File: src/mpca_pkg.sv
`default_nettype none

package mpca_pkg;

    // ==================================================================
    // sizes
    // ==================================================================

    localparam int NUM_REQ = 8;
    localparam int NUM_BLK = 4;
    localparam int NUM_CH  = 3;
    localparam int ROUNDS  = 4;

    // cipher half-word and one encrypted block
    typedef logic [15:0] word_t;

    typedef struct packed {
        word_t y;
        word_t x;
    } block_t;

    // four round keys come out of this
    typedef logic [ROUNDS*$bits(word_t)-1:0] key_t;

    // channel 0 sits in the low bits
    typedef logic [NUM_CH-1:0][2:0] cap_t;

    typedef logic [1:0] ch_t;
    localparam ch_t NO_GRANT = 2'd3;

    typedef ch_t [NUM_REQ-1:0] grant_t;

    // wraps at 6 bits signed
    typedef logic signed [5:0] score_t;

    // ==================================================================
    // request word, two readings of the same 16 bits
    // ==================================================================

    typedef struct packed {
        logic       valid;
        logic [1:0] qos;
        logic [3:0] len;
        logic [1:0] congestion;
        logic [1:0] prefer;
        logic [2:0] src_hint;
        logic       mode;
        logic       spare;
    } req_u_t;

    // mode = 1 view
    typedef struct packed {
        logic              valid;
        logic signed [1:0] qos;
        logic signed [3:0] len;
        logic signed [1:0] congestion;
        logic        [1:0] prefer;
        logic signed [2:0] src_hint;
        logic              mode;
        logic              spare;
    } req_s_t;

    typedef union packed {
        req_u_t u;
        req_s_t s;
    } req_t;

    typedef req_t [NUM_REQ-1:0] req_vec_t;

    // rank position 0 holds the index of the winner
    typedef logic [NUM_REQ-1:0][2:0] rank_t;

endpackage

`default_nettype wire

File: src/channel_alloc.sv
`default_nettype none

module channel_alloc (
    input  wire                     clk,
    input  wire                     reset,
    input  wire                     stage_valid,
    input  wire mpca_pkg::req_vec_t req,
    input  wire mpca_pkg::rank_t    rank,
    input  wire mpca_pkg::cap_t     cap,
    output mpca_pkg::grant_t        grant_channel,
    output logic                    out_valid
);

    import mpca_pkg::*;

    // next channel, modulo 3
    function automatic ch_t next_ch(input ch_t c);
        return (c == ch_t'(NUM_CH - 1)) ? 2'd0 : c + 2'd1;
    endfunction

    cap_t       caps;
    grant_t     grant;
    ch_t        pivot;
    ch_t        pref;
    ch_t        cand;
    ch_t        pick;
    logic [2:0] idx;

    // ==================================================================
    // walk the ranks, capacities and pivot carried along
    // ==================================================================

    always_comb begin
        caps  = cap;
        grant = {NUM_REQ{NO_GRANT}};
        pref  = req[rank[0]].u.prefer;
        pivot = (pref == NO_GRANT) ? 2'd0 : pref;
        cand  = 2'd0;
        pick  = NO_GRANT;
        idx   = '0;

        for (int k = 0; k < NUM_REQ; k++) begin
            idx  = rank[k];
            pref = req[idx].u.prefer;
            pick = NO_GRANT;
            cand = pivot;

            if (req[idx].u.valid) begin
                if (pref != NO_GRANT && caps[pref] != 3'd0) begin
                    pick = pref;
                end else begin
                    // fallback pivot, pivot+1, pivot+2
                    for (int t = 0; t < NUM_CH; t++) begin
                        if (pick == NO_GRANT && caps[cand] != 3'd0) begin
                            pick = cand;
                        end
                        cand = next_ch(cand);
                    end
                end
            end

            if (pick != NO_GRANT) begin
                caps[pick] = caps[pick] - 3'd1;
                grant[idx] = pick;
                pivot      = next_ch(pivot);
            end else begin
                pivot = next_ch(next_ch(pivot));
            end
        end
    end

    // stage 2 register, grants hold between items
    always_ff @(posedge clk) begin
        if (reset) begin
            out_valid     <= 1'b0;
            grant_channel <= {NUM_REQ{NO_GRANT}};
        end else begin
            out_valid <= stage_valid;
            if (stage_valid) begin
                grant_channel <= grant;
            end
        end
    end

endmodule

`default_nettype wire

File: src/mpca.sv
`default_nettype none

module mpca (
    input  wire                                            clk,
    input  wire                                            reset,
    input  wire                                            in_valid,
    input  wire mpca_pkg::block_t [mpca_pkg::NUM_BLK-1:0]  packets,
    input  wire mpca_pkg::key_t                            key,
    input  wire mpca_pkg::cap_t                            channel_capacity,
    output logic                                           out_valid,
    output mpca_pkg::grant_t                               grant_channel
);

    import mpca_pkg::*;

    // stage 1 outputs
    req_vec_t req_s1;
    cap_t     cap_s1;
    logic     valid_s1;

    // stage 2 combinational path
    score_t [NUM_REQ-1:0] score;
    rank_t                rank;

    packet_decrypt u_decrypt (
        .clk              (clk),
        .reset            (reset),
        .in_valid         (in_valid),
        .packets          (packets),
        .key              (key),
        .channel_capacity (channel_capacity),
        .req              (req_s1),
        .cap              (cap_s1),
        .req_valid        (valid_s1)
    );

    priority_score u_score (
        .req   (req_s1),
        .score (score)
    );

    rank_sort u_sort (
        .req   (req_s1),
        .score (score),
        .rank  (rank)
    );

    channel_alloc u_alloc (
        .clk           (clk),
        .reset         (reset),
        .stage_valid   (valid_s1),
        .req           (req_s1),
        .rank          (rank),
        .cap           (cap_s1),
        .grant_channel (grant_channel),
        .out_valid     (out_valid)
    );

endmodule

`default_nettype wire

File: src/packet_decrypt.sv
`default_nettype none

module packet_decrypt (
    input  wire                                        clk,
    input  wire                                        reset,
    input  wire                                        in_valid,
    input  wire mpca_pkg::block_t [mpca_pkg::NUM_BLK-1:0] packets,
    input  wire mpca_pkg::key_t                        key,
    input  wire mpca_pkg::cap_t                        channel_capacity,
    output mpca_pkg::req_vec_t                         req,
    output mpca_pkg::cap_t                             cap,
    output logic                                       req_valid
);

    import mpca_pkg::*;

    localparam int W = $bits(word_t);

    function automatic word_t ror(input word_t v, input int unsigned n);
        return (v >> n) | (v << (W - n));
    endfunction

    function automatic word_t rol(input word_t v, input int unsigned n);
        return (v << n) | (v >> (W - n));
    endfunction

    word_t [ROUNDS-1:0] ksched;
    req_vec_t           dec;

    // ==================================================================
    // key schedule
    // ==================================================================

    always_comb begin
        ksched[0] = key[W-1:0];
        for (int j = 1; j < ROUNDS; j++) begin
            ksched[j] = (ror(ksched[j-1], 7) + key[W*j +: W]) ^ word_t'(j - 1);
        end
    end

    // ==================================================================
    // inverse rounds, last key first
    // ==================================================================

    for (genvar b = 0; b < NUM_BLK; b++) begin : g_blk
        block_t blk;

        always_comb begin
            blk = packets[b];
            for (int r = 0; r < ROUNDS; r++) begin
                blk.y = ror(blk.y ^ blk.x, 2);
                blk.x = rol((blk.x ^ ksched[ROUNDS-1-r]) - blk.y, 9);
            end
        end

        // x feeds the even request, y the odd one
        assign dec[2*b]   = blk.x;
        assign dec[2*b+1] = blk.y;
    end

    // stage 1 register
    always_ff @(posedge clk) begin
        if (reset) begin
            req_valid <= 1'b0;
        end else begin
            req_valid <= in_valid;
        end
    end

    always_ff @(posedge clk) begin
        req <= dec;
        cap <= channel_capacity;
    end

endmodule

`default_nettype wire

File: src/priority_score.sv
`default_nettype none

module priority_score (
    input  wire mpca_pkg::req_vec_t                   req,
    output mpca_pkg::score_t [mpca_pkg::NUM_REQ-1:0]  score
);

    import mpca_pkg::*;

    // fields widened to score width
    score_t qos;
    score_t len;
    score_t cong;
    score_t hint;

    always_comb begin
        qos  = '0;
        len  = '0;
        cong = '0;
        hint = '0;
        for (int i = 0; i < NUM_REQ; i++) begin
            if (req[i].u.mode) begin
                // signed view sign-extends the fields
                qos  = score_t'(req[i].s.qos);
                len  = score_t'(req[i].s.len);
                cong = score_t'(req[i].s.congestion);
                hint = score_t'(req[i].s.src_hint);
            end else begin
                qos  = score_t'(req[i].u.qos);
                len  = score_t'(req[i].u.len);
                cong = score_t'(req[i].u.congestion);
                hint = score_t'(req[i].u.src_hint);
            end

            // 4q - 2l - 3c + h + 7
            score[i] = (qos <<< 2)
                     - (len <<< 1)
                     - ((cong <<< 1) + cong)
                     + hint
                     + 6'sd7;
        end
    end

endmodule

`default_nettype wire

File: src/rank_sort.sv
`default_nettype none

module rank_sort (
    input  wire mpca_pkg::req_vec_t                        req,
    input  wire mpca_pkg::score_t [mpca_pkg::NUM_REQ-1:0]  score,
    output mpca_pkg::rank_t                                rank
);

    import mpca_pkg::*;

    // ==================================================================
    // comparator list, six layers of disjoint pairs
    // ==================================================================

    localparam int NUM_CMP = 19;

    localparam logic [0:NUM_CMP-1][2:0] CMP_LO = {
        3'd0, 3'd1, 3'd4, 3'd5,
        3'd0, 3'd1, 3'd2, 3'd3,
        3'd0, 3'd2, 3'd4, 3'd6,
        3'd2, 3'd3,
        3'd1, 3'd3,
        3'd1, 3'd3, 3'd5
    };

    localparam logic [0:NUM_CMP-1][2:0] CMP_HI = {
        3'd2, 3'd3, 3'd6, 3'd7,
        3'd4, 3'd5, 3'd6, 3'd7,
        3'd1, 3'd3, 3'd5, 3'd7,
        3'd4, 3'd5,
        3'd4, 3'd6,
        3'd2, 3'd4, 3'd6
    };

    // true when request b must be ranked ahead of request a
    function automatic logic b_first(
        input logic [2:0]               a,
        input logic [2:0]               b,
        input req_vec_t                 rq,
        input score_t [NUM_REQ-1:0]     sc
    );
        score_t sa;
        score_t sb;
        sa = sc[a];
        sb = sc[b];
        if (rq[a].u.valid != rq[b].u.valid) begin
            return rq[b].u.valid;
        end
        if (sa != sb) begin
            return sb > sa;
        end
        return a > b;
    endfunction

    rank_t      net;
    logic [2:0] ia;
    logic [2:0] ib;

    always_comb begin
        ia = '0;
        ib = '0;
        for (int i = 0; i < NUM_REQ; i++) begin
            net[i] = 3'(i);
        end

        // layers are disjoint, so applying pairs in list order is exact
        for (int c = 0; c < NUM_CMP; c++) begin
            ia = net[CMP_LO[c]];
            ib = net[CMP_HI[c]];
            if (b_first(ia, ib, req, score)) begin
                net[CMP_LO[c]] = ib;
                net[CMP_HI[c]] = ia;
            end
        end
    end

    assign rank = net;

endmodule

`default_nettype wire

File: config.mk
export PLATFORM = sky130hd
export DESIGN_NAME = mpca
export DESIGN_NICKNAME = d
export VERILOG_FILES = /design/src/mpca_pkg.sv /design/src/channel_alloc.sv /design/src/mpca.sv /design/src/packet_decrypt.sv /design/src/priority_score.sv /design/src/rank_sort.sv
export SDC_FILE = /design/constraint.sdc
export NUM_CORES = 2
export LEC_CHECK = 0
export BUFFER_PORTS_ARGS = -buffer_cell sky130_fd_sc_hd__buf_2
export CAP_MARGIN = 10
export CORE_MARGIN = 4
export CORE_UTILIZATION = 60
export CTS_BUF_LIST = sky130_fd_sc_hd__clkbuf_4 sky130_fd_sc_hd__clkbuf_8
export CTS_CLUSTER_DIAMETER = 50
export DETAILED_ROUTE_END_ITERATION = 8
export GPL_TIMING_DRIVEN = 1
export PLACE_DENSITY = 0.84
export SLEW_MARGIN = 25
export SYNTH_ARGS = -nofsm -noshare
export SYNTH_HDL_FRONTEND = slang
export SYNTH_HIERARCHICAL = 1
export SYNTH_SLANG_ARGS = --single-unit
File: constraint.sdc
create_clock -name clk -period 85.8 [get_ports clk]
set_input_delay 8.58 -clock clk [delete_from_list [all_inputs] [get_ports clk]]
set_output_delay 8.58 -clock clk [all_outputs]
set_load 0.005 [all_outputs]
* Yosys cells after proc, flatten, opt, wreduce, memory -nomap -nowiden
Cells that the tools add are included. Widths: inputs -> output; s select.
Cells by class: add/subtract/negate cells 82, magnitude comparators 126, equal/unequal tests 87, multiplexer cells 565, bitwise gates (word level) 71, reductions and logical operators 71
Operators by type and width (number):
- $bmux 16 s3 | 38
- $mux 16 | 46
- $bmux 6 s3 | 30
- $xor 16x16->16 | 32
- $mux 6 | 53
- $or 14x16->16 | 16
- $or 16x9->16 | 16
- $sub 16x16->16 | 16
- $bmux 3 s2 | 39
- $mux 2 | 112
- $mux 3 | 62
- $lt 3x4->1 const B | 34
- $mux 1 | 133
- $lt 2x3->1 const B | 39
- $gt 6x6->1 | 19
- $ne 6x6->1 | 19
- $bwmux 16 | 7
- $add 6x6->6 | 16
- $reduce_bool 3->1 | 32
- $sub 6x6->6 | 16
- $eq 2x2->1 const B | 33
- $bwmux 9 | 7
- $mux 9 | 7
- $add 16x16->16 | 3
- other kinds (19) | 177
Storage, ports and cells: register bits 155, input port bits 204, output and inout port bits 17, word-level logic and storage cells 1023

* Logic depth before layout (Yosys ltp)
depth in word-level cells 203, depth in mapped cells 198, depth with buffers taken out 174

* Hierarchy
The synthesis kept the hierarchy.
By module, submodules not included:
- packet_decrypt | times used 1, cells each 2634, area an instance 22313.9 µm², sequential area each 2762.6 µm²
- rank_sort | times used 1, cells each 1845, area an instance 12658.4 µm², sequential area each 0.0 µm²
- channel_alloc | times used 1, cells each 1663, area an instance 10869.2 µm², sequential area each 340.3 µm²
- priority_score | times used 1, cells each 446, area an instance 3998.8 µm², sequential area each 0.0 µm²

* Worst setup path before layout
Ideal clock, no wire load.
path type reg2reg, start point register u_decrypt/req[1] in the netlist's numbering, end point register u_alloc/grant_channel[10] in the netlist's numbering, library setup time 0.119 ns, arrival time 35.640 ns, data required time 85.681 ns, setup slack 50.041 ns, stages on the path, launching flop included 181, buffers on the path 26, clock period less this slack 35.759 ns, path through dfxtp_1 nand2_1 fa_1 inv_1 fa_1 inv_1 fa_1 inv_1 ha_1 a21o_1 a21oi_1 xnor3_1 clkbuf_1 clkinv_1 ha_1 or3b_1 o311ai_1 nand2_1 [... 145 more ...] a31oi_1 buf_2 buf_1 nor2_1 a21oi_1 nor2_1 a31oi_1 ha_1 inv_1 a21oi_1 and3b_1 mux2_2 a2111oi_2 nor2_4 mux2i_1 a31oi_4 nand2_1 o221a_1
RTL lines:
- from (decl) | RTL line packet_decrypt.sv:10 | output mpca_pkg::req_vec_t req,
- from (signal assigned) | RTL line packet_decrypt.sv:71 | req <= dec;
- to (signal assigned) | RTL line channel_alloc.sv:76 | grant_channel <= {NUM_REQ{NO_GRANT}};
- to (signal assigned) | RTL line channel_alloc.sv:80 | grant_channel <= grant;
- to (decl) | RTL line channel_alloc.sv:10 | output mpca_pkg::grant_t grant_channel,

==> flow_results.org <==
** Status
- Result of the run :: completed

** Setup path
- Category of the worst setup path capture point :: register
- In this run the worst path has a maximum fanout of 40.
- CP max stage cell :: sky130_fd_sc_hd__a21oi_1
- STA puts the critical path data arrival time at 43.72 ns.
- The worst setup path is launched from a register.
- By startpoint and endpoint, the worst setup path is classified as reg2reg.
- Counting stages on the worst path, the most repeated cell is sky130_fd_sc_hd__nand2_1.
- Delay of the slowest critical-path stage :: 0.85 ns
- Required time of the critical path :: 86.25 ns

** Drt
- Antenna Violating Nets Remaining :: 0
- For this block, the via count after detailed routing is approximately 52000.
- Wirelength, routed :: 190300 microns
- After detailed routing, the number of vias per cell comes to 6.713.
- The first TritonRoute pass finished after 9 iterations.
- After detailed routing, the number of remaining DRC violations is 0.
- The detailed router finished its first iteration with 6241 violations.
- WL/cell :: 24.74 microns

** Floorplan
- Die W :: 295.6 microns
- Initial Util :: 60.55%
- Die Area :: just under 0.09 sq mm
- Measured along the y axis, the die boundary spans 295.6 microns.
- Total number of placement rows :: 105
- roughly 220 I/O pins were placed.
- The total area inside the core boundary comes to 0.08198 sq mm.

** Final layout
- Number of nets in the layout :: around 7400
- Summing all non-filler instances in the final layout gives an area of 0.05221 sq mm.
- Fraction of layout cells with a size suffix above 1 :: 10.71%
- From synthesis to final layout, the design area changed by 5.193%.
- For this run, the share of the core covered by cells in the final layout is a little under two thirds.
- Fill cells in the final layout number 7375.

** Clocking
- Number of instances resized during post-cts repair :: 0
- TritonCTS built the clock tree.
- After clock tree synthesis, the flow added hold-fix buffers numbering 0.
- Level count of the clock H-tree :: 4
- In this run the post-CTS setup repair buffer count came out at 0.
- In this run the deepest clock path goes through 2 buffers.
- Number of sinks handled by clock tree synthesis :: 147
- TritonCTS created 17 clock buffers.
- After clock tree synthesis, the clock-pin slew on the worst setup and hold paths is 0.10 ns.
- Clock insertion delay at the later pin of the skew report :: around 0.56 ns
- Clock Root Buffer :: sky130_fd_sc_hd__clkbuf_8

** Placement
- Area after detailed placement :: around 0.052 sq mm
- Hpwl dp :: ~150000 microns
- Placer Congestion :: 1.039
- Buffers placed on the I/O ports in this run total 220.

** STA
- Final Hold Vio Count :: 0
- Setup Total Neg Slack :: 0 ns
- Worst rel slew slack :: 23.18%
- In the finished design, the share of the clock period the worst path needs comes to 50.44%.
- Setup violations remaining at the end of the flow were counted as 0.
- Final clock skew :: 0.02808 ns
- Post-layout min period :: 43.28 ns
- Actual slew at the worst max-slew pin :: 1.152 ns
- Peak clock frequency supported by timing :: between 20 and 25 MHz
- Number of max-slew violations in the final report :: 0
- Unrepaired setup endpoints after global routing :: false

** Synthesis
- Synthesis produced 6568 cells.
- Mapped Area :: slightly below 0.05 sq mm
- Average size of a mapped cell :: 7.557 sq um
- Counting every net in the synthesized netlist gives between 7000 and 8000.
- Yosys warnings :: 6

** Global routing
- In the global route stage, overall resource usage came out at 41.85%.
- Global-route congestion overflow total :: 0
- The via count of the first global-routing pass came to 48610.
- Largest net degree at the start of global routing :: 49
- The first global-routing pass estimated 286300 microns of wire.
- The number of antenna violations at the first check in global routing was 9.

** Hold path
- Kind of path behind the tightest hold check :: reg2reg

** Flow run
- Maximum capacitance violations :: 0
## per-stage QoR
stage	setup WS, ns	std cells	hold slack, ns
5_1_grt	39.35	7689	0.5509
4_1_cts	43.35	7687	0.5398
2_1_floorplan	50.04	6568	0.4658
3_5_place_dp	43.46	7655	0.5239
6_report	42.52	7691	0.5458
3_3_place_gp	44.78	7655	0.5193
## path summary, 6_finish.rpt
path,startpoint,endpoint,slack (ns),cells after the start
worst max-delay path,u_decrypt/req[65],u_alloc/grant_channel[10],42.52,160
worst min-delay path,u_alloc/grant_channel[9],u_alloc/grant_channel[9],0.55,2
worst max register to register,u_decrypt/req[65],u_alloc/grant_channel[10],42.52,160
worst min register to register,u_alloc/grant_channel[9],u_alloc/grant_channel[9],0.55,2
## routing by layer
layer / global-route usage (%) / routed length (microns) / vias up
met2: 64.10 / 80390 / 3238
met5: 0 / 69 / -
met1: 53.81 / 74720 / 23910
met4: 25.91 / 13780 / 12
li1: - / - / 23740
met3: 9.107 / 21340 / 736
## final cells by class
cell class              instances  area (sq um)  share of cell area [%]
well taps                    1070          1339                   2.564
flip-flops and latches        147          2943                   5.636
clock buffers                  18         247.7                  0.4745
multi-input cells            5610         43660                   83.62
clock inverters                14         136.4                  0.2612
repair buffers                351          2085                   3.992
diodes                          3         7.507                 0.01438
inverters                     478          1797                   3.441
## critical path, delay by kind of cell, from the launching register on
family,cells,cell delay (ns)
buf+inv,17,3.99
compound gates,64,14.69
mux,9,3.25
flops,1,0.43
fa+ha+maj,17,6.26
simple gates,47,12.69
xor+xnor,6,1.69
## sequential cells by signal (all words and copies together) (netlist names)
register / count
u_alloc/grant_channel: 16
u_alloc/out_valid: 1
u_decrypt/cap: 9
u_decrypt/req: 120
u_decrypt/req_valid: 1
## layout by cell type, fill, tap and decap left out, types with 23 or more instances in the layout
master / instances
sky130_fd_sc_hd__ha_1: 542
sky130_fd_sc_hd__a31oi_1: 92
sky130_fd_sc_hd__nand3_1: 130
sky130_fd_sc_hd__and3_1: 35
sky130_fd_sc_hd__dfxtp_1: 147
sky130_fd_sc_hd__mux2_2: 56
sky130_fd_sc_hd__mux4_2: 69
sky130_fd_sc_hd__xnor2_1: 514
sky130_fd_sc_hd__nor3_1: 116
sky130_fd_sc_hd__nor2b_1: 74
sky130_fd_sc_hd__mux2i_1: 228
sky130_fd_sc_hd__inv_1: 442
sky130_fd_sc_hd__or3_1: 35
sky130_fd_sc_hd__o21ai_1: 50
sky130_fd_sc_hd__a211oi_1: 93
sky130_fd_sc_hd__buf_2: 220
sky130_fd_sc_hd__o21ai_0: 315
sky130_fd_sc_hd__xnor3_1: 38
sky130_fd_sc_hd__buf_4: 131
sky130_fd_sc_hd__o21a_1: 57
sky130_fd_sc_hd__nand2_1: 671
sky130_fd_sc_hd__nand2b_1: 65
sky130_fd_sc_hd__a21o_1: 147
sky130_fd_sc_hd__o22ai_1: 40
sky130_fd_sc_hd__nand4_1: 53
sky130_fd_sc_hd__fa_1: 81
sky130_fd_sc_hd__a21boi_0: 33
sky130_fd_sc_hd__o31ai_1: 35
sky130_fd_sc_hd__xor2_1: 334
sky130_fd_sc_hd__and2_1: 61
sky130_fd_sc_hd__o2111ai_1: 23
sky130_fd_sc_hd__a211o_1: 30
sky130_fd_sc_hd__a21oi_1: 459
sky130_fd_sc_hd__o21bai_1: 37
sky130_fd_sc_hd__nor2_1: 430
sky130_fd_sc_hd__a311oi_1: 35
sky130_fd_sc_hd__o211ai_1: 109
Power is left out: the tool's default activity adds up to more than one toggle a clock period on the data nets, which glitch-free logic cannot reach.
